==> config.mk <==
export PLATFORM = sky130hd
export DESIGN_NAME = reduce_instr
export DESIGN_NICKNAME = d
export VERILOG_FILES = /design/src/design/coll_pkg.sv /design/src/design/comm_lookup_if.sv /design/src/design/comm_table.sv /design/src/design/flit_rewrite.sv /design/src/design/reduce_instr.sv /design/src/design/route_select.sv
export VERILOG_INCLUDE_DIRS = /design/src /design/src/design
export SDC_FILE = /design/constraint.sdc
export NUM_CORES = 1
export LEC_CHECK = 0
export ABC_AREA = 1
export BUFFER_PORTS_ARGS = -buffer_cell sky130_fd_sc_hd__buf_2
export CORE_MARGIN = 3
export CORE_UTILIZATION = 40
export DETAILED_ROUTE_END_ITERATION = 12
export PLACE_DENSITY = 0.66
export REMOVE_ABC_BUFFERS = 1
export SKIP_LAST_GASP = 1
export SLEW_MARGIN = 5
export SYNTH_ARGS = -nofsm -noshare
export SYNTH_HDL_FRONTEND = slang
export SYNTH_SLANG_ARGS = --single-unit
==> constraint.sdc <==
create_clock -name clk -period 5.1 [get_ports clk]
set_input_delay 0.51 -clock clk [delete_from_list [all_inputs] [get_ports clk]]
set_output_delay 0.51 -clock clk [all_outputs]
set_load 0.1 [all_outputs]
==> src/design/coll_cfg.svh <==
`ifndef COLL_CFG_SVH
`define COLL_CFG_SVH

//////////////////////////////////////////////////////////////////////
// flit geometry
//////////////////////////////////////////////////////////////////////

`define FLIT_W       82  // input flit
`define FLIT_OUT_W   85  // flit plus children count
`define CHILD_W      3   // children field on top of the flit

// field widths, top bit down
`define COORD_W      3   // one mesh axis
`define RANK_W       9   // rank and node address
`define CTX_W        8   // communicator context id
`define TAG_W        8
`define ALG_W        2
`define OP_W         4
`define PAYLOAD_W    32

// valid bit sits at the top of the bare flit
`define VALID_POS    81

//////////////////////////////////////////////////////////////////////
// communicator and machine size
//////////////////////////////////////////////////////////////////////

`define COMM_SIZE    4   // table entries
`define LG_NUMPROCS  3
`define NUM_PROCS    8

//////////////////////////////////////////////////////////////////////
// default node placement, z/y/x packed
//////////////////////////////////////////////////////////////////////

`define DEF_LOCAL_COORD  9'b000_000_000
`define DEF_ROOT_COORD   9'b001_001_001
`define DEF_CUR_RANK     9'd0
`define DEF_ROOT_RANK    9'd0

`endif

==> src/design/coll_pkg.sv <==
`default_nettype none

package coll_pkg;

	`include "coll_cfg.svh"

	//////////////////////////////////////////////////////////////////////
	// addresses and ranks
	//////////////////////////////////////////////////////////////////////

	typedef logic [`COORD_W-1:0] axis_t;

	// node address, z on top
	typedef struct packed {
		axis_t z;
		axis_t y;
		axis_t x;
	} coord_t;

	typedef logic [`RANK_W-1:0] rank_t;

	// only the routed opcodes get names, the rest take the default path
	typedef enum logic [`OP_W-1:0] {
		OP_NONE           = 4'b0000,
		OP_RING_ALLGATHER = 4'b1001, // long allgather, ring
		OP_GATHER         = 4'b1011, // uptree
		OP_BARRIER        = 4'b1100  // uptree
	} op_e;

	//////////////////////////////////////////////////////////////////////
	// flits
	//////////////////////////////////////////////////////////////////////

	// 82 bits, bit 81 is valid
	typedef struct packed {
		logic                  valid;
		coord_t                dst;        // 80:72
		coord_t                src;        // 71:63
		rank_t                 rank;       // 62:54
		logic [`CTX_W-1:0]     context_id; // 53:46
		logic [`TAG_W-1:0]     tag;        // 45:38
		logic [`ALG_W-1:0]     algtype;    // 37:36
		op_e                   op;         // 35:32
		logic [`PAYLOAD_W-1:0] payload;    // 31:0
	} flit_t;

	// registered flit with children count, 85 bits
	typedef struct packed {
		logic [`CHILD_W-1:0] children;
		flit_t               flit;
	} flit_out_t;

	//////////////////////////////////////////////////////////////////////
	// communicator table entry, 27 bits
	//////////////////////////////////////////////////////////////////////

	typedef struct packed {
		rank_t  local_rank; // this node's rank in the communicator
		coord_t successor;  // next node on the ring
		coord_t parent;     // uptree neighbour
	} comm_entry_t;

endpackage

`default_nettype wire

==> src/design/comm_lookup_if.sv <==
`timescale 1ns/1ps
`default_nettype none

`include "coll_cfg.svh"

// communicator table read, context in, entry fields out
interface comm_lookup_if;

	logic [`CTX_W-1:0] ctx;        // from the incoming flit
	coll_pkg::rank_t   local_rank;
	coll_pkg::coord_t  parent;
	coll_pkg::coord_t  successor;

	modport tbl     (input ctx, output local_rank, output parent, output successor);

	// rewrite stage supplies the context and wants the local rank
	modport rewrite (output ctx, input local_rank);

	// route stage only looks at neighbours
	modport route   (input parent, input successor);

endinterface

`default_nettype wire

==> src/design/comm_table.sv <==
`timescale 1ns/1ps
`default_nettype none

`include "coll_cfg.svh"

module comm_table (
	input  wire logic                  clk,
	input  wire logic                  rst,
	input  wire logic                  cfg_we,      // config write strobe
	input  wire logic [`CTX_W-1:0]     cfg_context, // entry to load
	input  wire coll_pkg::comm_entry_t cfg_entry,
	comm_lookup_if.tbl                 lookup
);

	import coll_pkg::*;

	localparam int IDX_W = $clog2(`COMM_SIZE);
	localparam logic [`CTX_W-1:0] CTX_LIMIT = `CTX_W'(`COMM_SIZE); // first invalid context

	comm_entry_t entries [`COMM_SIZE]; // one per communicator
	comm_entry_t rd_entry;
	logic        wr_ok;

	//////////////////////////////////////////////////////////////////////
	// configuration write
	//////////////////////////////////////////////////////////////////////

	assign wr_ok = cfg_we && (cfg_context < CTX_LIMIT); // out-of-range writes dropped

	always_ff @(posedge clk) begin
		if (rst) begin
			for (int i = 0; i < `COMM_SIZE; i++) begin
				entries[i] <= '0;
			end
		end else if (wr_ok) begin
			entries[cfg_context[IDX_W-1:0]] <= cfg_entry; // visible next cycle
		end
	end

	//////////////////////////////////////////////////////////////////////
	// combinational lookup
	//////////////////////////////////////////////////////////////////////

	always_comb begin
		if (lookup.ctx < CTX_LIMIT)
			rd_entry = entries[lookup.ctx[IDX_W-1:0]];
		else
			rd_entry = '0; // unknown communicator reads as empty
	end

	assign lookup.local_rank = rd_entry.local_rank;
	assign lookup.parent     = rd_entry.parent;
	assign lookup.successor  = rd_entry.successor;

	// host must not load the table while the node is held in reset
	a_no_cfg_in_reset: assert property (@(posedge clk) !(rst && cfg_we))
		else $error("comm_table: cfg_we asserted during rst");

endmodule

`default_nettype wire

==> src/design/flit_rewrite.sv <==
`timescale 1ns/1ps
`default_nettype none

`include "coll_cfg.svh"

module flit_rewrite #(
	parameter coll_pkg::coord_t local_coord = `DEF_LOCAL_COORD,
	parameter coll_pkg::coord_t root_coord  = `DEF_ROOT_COORD
) (
	input  wire logic                clk,
	input  wire logic                rst,
	input  wire coll_pkg::flit_t     packet_in,
	comm_lookup_if.rewrite           lookup,
	output coll_pkg::flit_out_t      packet_out
);

	import coll_pkg::*;

	localparam logic [`CHILD_W-1:0] CHILD_ALL  = `CHILD_W'(`NUM_PROCS - 1);
	localparam logic [`CHILD_W-1:0] CHILD_ROOT = `CHILD_W'(`LG_NUMPROCS);

	// idle slot, empty flit but children still at full count
	localparam flit_out_t IDLE_OUT = '{children: CHILD_ALL, flit: '0};

	logic      redirect;  // collective aimed at this node
	logic      self_addr; // flit sent to its own source
	flit_out_t next_out;

	assign lookup.ctx = packet_in.context_id; // table indexed by incoming flit

	//////////////////////////////////////////////////////////////////////
	// field rewrite
	//////////////////////////////////////////////////////////////////////

	assign redirect  = packet_in.valid
		&& (packet_in.dst == local_coord)
		&& (packet_in.op != OP_NONE);
	assign self_addr = (packet_in.dst == packet_in.src);

	always_comb begin
		next_out.flit = packet_in; // everything copied by default

		// turn it toward the root
		if (redirect) begin
			next_out.flit.dst = root_coord;
			next_out.children = CHILD_ROOT;
		end else begin
			next_out.children = CHILD_ALL;
		end

		if (self_addr)
			next_out.flit.rank = lookup.local_rank; // substitute communicator rank
	end

	//////////////////////////////////////////////////////////////////////
	// output register
	//////////////////////////////////////////////////////////////////////

	always_ff @(posedge clk) begin
		if (rst || !packet_in.valid)
			packet_out <= IDLE_OUT; // bubble
		else
			packet_out <= next_out;
	end

	// a valid flit out needs a valid flit in one cycle earlier
	a_valid_follows_in: assert property (
		@(posedge clk) disable iff (rst)
		packet_out[`VALID_POS] |-> $past(packet_in.valid)
	) else $error("flit_rewrite: valid output without valid input");

endmodule

`default_nettype wire

==> src/design/reduce_instr.sv <==
`timescale 1ns/1ps
`default_nettype none

`include "coll_cfg.svh"

module reduce_instr #(
	parameter coll_pkg::coord_t local_coord = `DEF_LOCAL_COORD,
	parameter coll_pkg::coord_t root_coord  = `DEF_ROOT_COORD,
	parameter coll_pkg::rank_t  cur_rank    = `DEF_CUR_RANK,
	parameter coll_pkg::rank_t  root_rank   = `DEF_ROOT_RANK
) (
	input  wire logic                clk,
	input  wire logic                rst,
	input  wire coll_pkg::flit_t     packet_in,
	// communicator table load
	input  wire logic                cfg_we,
	input  wire logic [`CTX_W-1:0]   cfg_context,
	input  wire coll_pkg::rank_t     cfg_local_rank,
	input  wire coll_pkg::coord_t    cfg_parent,
	input  wire coll_pkg::coord_t    cfg_successor,
	// stage outputs
	output coll_pkg::flit_out_t      packet_out,
	output coll_pkg::coord_t         next_dst,
	output logic                     rd_en
);

	import coll_pkg::*;

	comm_entry_t cfg_entry;

	assign cfg_entry = '{
		local_rank: cfg_local_rank,
		successor:  cfg_successor,
		parent:     cfg_parent
	};

	comm_lookup_if lookup_if ();

	comm_table comm_table_inst (
		.clk         (clk),
		.rst         (rst),
		.cfg_we      (cfg_we),
		.cfg_context (cfg_context),
		.cfg_entry   (cfg_entry),
		.lookup      (lookup_if.tbl)
	);

	flit_rewrite #(.local_coord(local_coord), .root_coord(root_coord)) flit_rewrite_inst (
		.clk        (clk),
		.rst        (rst),
		.packet_in  (packet_in),
		.lookup     (lookup_if.rewrite),
		.packet_out (packet_out)
	);

	route_select #(
		.local_coord (local_coord),
		.root_coord  (root_coord),
		.cur_rank    (cur_rank),
		.root_rank   (root_rank)
	) route_select_inst (
		.clk       (clk),
		.rst       (rst),
		.packet_in (packet_in),
		.lookup    (lookup_if.route),
		.next_dst  (next_dst),
		.rd_en     (rd_en)
	);

endmodule

`default_nettype wire

==> src/design/route_select.sv <==
`timescale 1ns/1ps
`default_nettype none

`include "coll_cfg.svh"

module route_select #(
	parameter coll_pkg::coord_t local_coord = `DEF_LOCAL_COORD,
	parameter coll_pkg::coord_t root_coord  = `DEF_ROOT_COORD,
	parameter coll_pkg::rank_t  cur_rank    = `DEF_CUR_RANK,
	parameter coll_pkg::rank_t  root_rank   = `DEF_ROOT_RANK
) (
	input  wire logic            clk,
	input  wire logic            rst,
	input  wire coll_pkg::flit_t packet_in,
	comm_lookup_if.route         lookup,
	output coll_pkg::coord_t     next_dst,  // next hop
	output logic                 rd_en      // consume the flit here
);

	import coll_pkg::*;

	localparam rank_t LAST_RANK = rank_t'(`NUM_PROCS - 1); // ring tail

	logic   from_guest; // flit injected elsewhere
	logic   ring_home;  // ring flit has come back around
	coord_t ring_dst;
	logic   ring_rd;
	coord_t uptree_dst;
	coord_t sel_dst;
	logic   sel_rd;

	assign from_guest = (packet_in.src != local_coord);

	//////////////////////////////////////////////////////////////////////
	// ring, long allgather
	//////////////////////////////////////////////////////////////////////

	// one-cycle pulse after a guest ring flit arrives
	always_ff @(posedge clk) begin
		if (rst)
			ring_home <= 1'b0;
		else
			ring_home <= packet_in.valid
				&& from_guest
				&& !ring_home
				&& (packet_in.op == OP_RING_ALLGATHER);
	end

	always_comb begin
		if (ring_home)
			ring_dst = local_coord;       // keep it here
		else if (cur_rank == LAST_RANK)
			ring_dst = root_coord;        // tail wraps to root
		else
			ring_dst = lookup.successor;
	end

	assign ring_rd = ring_home || !from_guest; // own flits always read

	//////////////////////////////////////////////////////////////////////
	// uptree, gather and barrier
	//////////////////////////////////////////////////////////////////////

	assign uptree_dst = (cur_rank == root_rank) ? local_coord : lookup.parent;

	//////////////////////////////////////////////////////////////////////
	// opcode select
	//////////////////////////////////////////////////////////////////////

	always_comb begin
		case (packet_in.op)
			OP_RING_ALLGATHER: begin
				sel_dst = ring_dst;
				sel_rd  = ring_rd;
			end
			OP_GATHER,
			OP_BARRIER: begin
				sel_dst = uptree_dst;
				sel_rd  = 1'b1;
			end
			default: begin
				sel_dst = root_coord; // dropped algorithms and idle
				sel_rd  = 1'b1;
			end
		endcase
	end

	// registered every cycle, no valid qualifier
	always_ff @(posedge clk) begin
		if (rst) begin
			next_dst <= '0;
			rd_en    <= 1'b0;
		end else begin
			next_dst <= sel_dst;
			rd_en    <= sel_rd;
		end
	end

	// home pulse never stretches, a second ring flit must go out again
	a_ring_home_pulse: assert property (
		@(posedge clk) disable iff (rst)
		ring_home |=> !ring_home
	) else $error("route_select: ring_home high two cycles in a row");

endmodule

`default_nettype wire

==> flow_metrics.tcl <==
set metrics [dict create \
    track_usage 0.178 \
    r2r-start "route_select_inst.ring_home" \
    clk_pin_slew_ns 0.06 \
    ctsHoldBuffers 0 \
    multi_input_area_um2 1640 \
    regToRegSetupSlack_ns 4.03 \
    wire_per_inst_um 14.4 \
    clock-sinks 166 \
    gp_congestion 0.829 \
    power_leakage_nw 3.98 \
    layout.area.seq_um2 4040 \
    finalSetupViolCount 0 \
    async_reset_ff_frac 0 \
    synthDistinctLibCells 28 \
    core_area_um2 14900 \
    grt_max_degree 68 \
    die_w_um 131 \
    hp-class "primary input to flip-flop" \
    grt_pass1_vias 4580 \
    cp-start-kind "primary input" \
    p_switching_mw 0.863 \
    ys_warn_count 0 \
    cts_inserted_buffers 17 \
    drive_above_1_share 0.286 \
    crit_fanout 38 \
    p_clk_frac 0.416 \
    port_buffers 203 \
    synth_edf_count 72 \
    synthesis.area_um2 6220 \
    slew_violations 0 \
    htree_num_levels 4 \
    fin_tns_setup_ns 0 \
    seqPwrFrac 0.453 \
    period_share 0.462 \
    pwr-share-comb 0.131 \
    drc 0 \
    dpl_worst_slack_ns 2.27 \
    slew_headroom 0.391 \
    grt_pass1_wl_mm 22.9 \
    area_delta_synth_final_pct 28.1 \
    dr.pass1.iters 4 \
    n_fill_cell 1389 \
    internal_power_mw 2.35 \
    vias 4916 \
    worst_slack_ns 2.74 \
    postSynthAreaPerCell_um2 9.15 \
    ys_ff_latch 166 \
    status "finished, final reports clean" \
    synthTopCellsByArea "edfxtp_1 35%, dfxtp_1 30%, nor2_1 13%" \
    endpoint_kind "flip-flop" \
    reg2reg_to "route_select_inst.next_dst[0]" \
    fmax_mhz 424 \
    cts_resized 0 \
    wl_mm 15.4 \
    cp-endpoint "comm_table_inst.entries[1][16]" \
    grt_setup_unrepaired "no" \
    antenna_left 0 \
    synth_seq_area_share 0.650 \
    antenna_found_initial 0 \
    post-cts-setup-buffers 0 \
    synthCells 680 \
    vias_per_cell 4.57 \
    rr_worst_depth 3 \
    crit_required_ns 5.15 \
    holdWs_ns 0.258 \
    fin_nets 999 \
    hold_viol 0 \
    post-route-util 0.537 \
    dieArea_um2 17100 \
    tightest_slew_ns 0.912 \
    grt-ovfl-total 0 \
    worstPathArrival_ns 2.41 \
    drt_iter0_markers 304 \
    cts.path.max_buffers 2 \
    start_util 0.419 \
    cp-startpoint "cfg_context[3]" \
    vdd_drop_max_uv 238 \
    worstSetupPathType "primary input to flip-flop" \
    cts_tree "built" \
    post-route-min-period_ns 2.36 \
    p_per_area_nw_per_um2 403 \
    finalPower_mw 3.21 \
    root_buffer "clkbuf_16" \
    drv_cap 0 \
    skew_ns 0.00990 \
    antenna_cells 0 \
    synth.top_cell.area_share 0.347 \
    top_level_ports 215 \
    clk-insertion-delay-late_ns 0.42 \
    synth_top_flop_cell "dfxtp_1" \
    rows 44 \
    yosys.area.top_type "edfxtp_1" \
    hpwl_mm 10.9 \
    die_h_um 131 \
    p_sw_frac 0.269 \
]
-- stage by stage --
stage          cells  cell area [um2]
6_report        1075             7980
5_1_grt         1075             7980
4_1_cts         1075             7980
3_5_place_dp    1044             7360
3_3_place_gp    1044             7360
2_1_floorplan    652             6070
-- layer usage --
layer	routed length [um]	part of all wire	GRT usage
met3	1020	0.066	0.0561
met2	8010	0.52	0.323
met1	6220	0.40	0.199
met4	189	0.012	0.0520
met5	0	0	0
-- power by group through the flow --
stage | clock network, mW | registers [mW] | logic (mW)
final | 1.34 | 1.46 | 0.421
after global routing | 1.42 | 1.46 | 0.451
after CTS | 1.36 | 1.46 | 0.426
after detailed placement | 0 | 1.49 | 0.424
after global placement | 0 | 1.48 | 0.422
after floorplan | 0 | 1.69 | 0.101
-- cells in the final DEF, fill, tap and decap left out --
cell type,n
a21oi_1,19
a31oi_1,1
a32o_1,3
and2_1,2
buf_2,203
buf_4,5
bufinv_16,3
clkbuf_16,18
clkbuf_8,2
clkinv_2,3
clkinvlp_4,1
conb_1,2
dfxtp_1,94
edfxtp_1,72
inv_1,98
inv_2,5
inv_4,2
inv_6,2
nand2_1,61
nand2_2,5
nand3_1,10
nand3_2,1
nand4_1,6
nand4_2,1
nor2_1,211
nor2_2,2
nor2_4,2
nor3_1,21
o21ai_0,30
o21ai_1,4
o311ai_0,1
xnor2_1,1
-- state kept, by name (all words and copies together), names as in the netlist --
name / flops
flit_rewrite_inst.packet_out: 83
route_select_inst.ring_home: 1
route_select_inst.rd_en: 1
route_select_inst.next_dst: 9
comm_table_inst.entries: 72
-- kinds of logic (layout without fill, tap and decap cells) --
family,Yosys count,in the layout,synth area share
compound gates,58,58,0.0498
other cells,1,2,0.000602
xor+xnor,1,1,0.00141
flops,166,166,0.650
buf+inv,132,342,0.0876
simple gates,322,322,0.211
-- critical path, cell delays in order --
cell and delay, ns:
buf_2 0.10, nor2_1 0.09, nand2_1 0.05, nor2_1 0.13, nand2_1 0.06, buf_4 0.26
nor2_2 0.17, nand2_2 0.28, nand2_1 0.74
-- cell usage after synthesis, types with 2 or more instances --
cell / count
nand4_1: 6
nand2_1: 62
edfxtp_1: 72
clkbuf_1: 7
nor2_2: 2
nor2_1: 211
and2_1: 2
inv_2: 5
buf_4: 4
inv_1: 98
o21ai_0: 31
buf_6: 2
o21ai_1: 3
nor2_4: 2
a32o_1: 3
nand3_1: 10
nor3_1: 21
buf_2: 15
dfxtp_1: 94
nand2_2: 4
a21oi_1: 19
-- layout make-up --
class / instances / share of cell area
Timing Repair Buffer: 208 / 0.132
Tap cell: 184 / 0.0289
Multi-Input combinational cell: 383 / 0.206
Clock inverter: 11 / 0.0179
Clock buffer: 20 / 0.0599
Sequential cell: 166 / 0.507
Inverter: 103 / 0.0485
-- worst min path at each step --
stage,startpoint,endpoint,cells past startpoint
CTS,rst,route_select_inst.rd_en,2
global placement,route_select_inst.ring_home,route_select_inst.ring_home,3
detailed placement,route_select_inst.ring_home,route_select_inst.ring_home,3
finish,rst,route_select_inst.rd_en,2
global route,rst,route_select_inst.rd_en,2
floorplan,route_select_inst.ring_home,route_select_inst.ring_home,3
No activity file was read; power rests on OpenSTA's default activity.
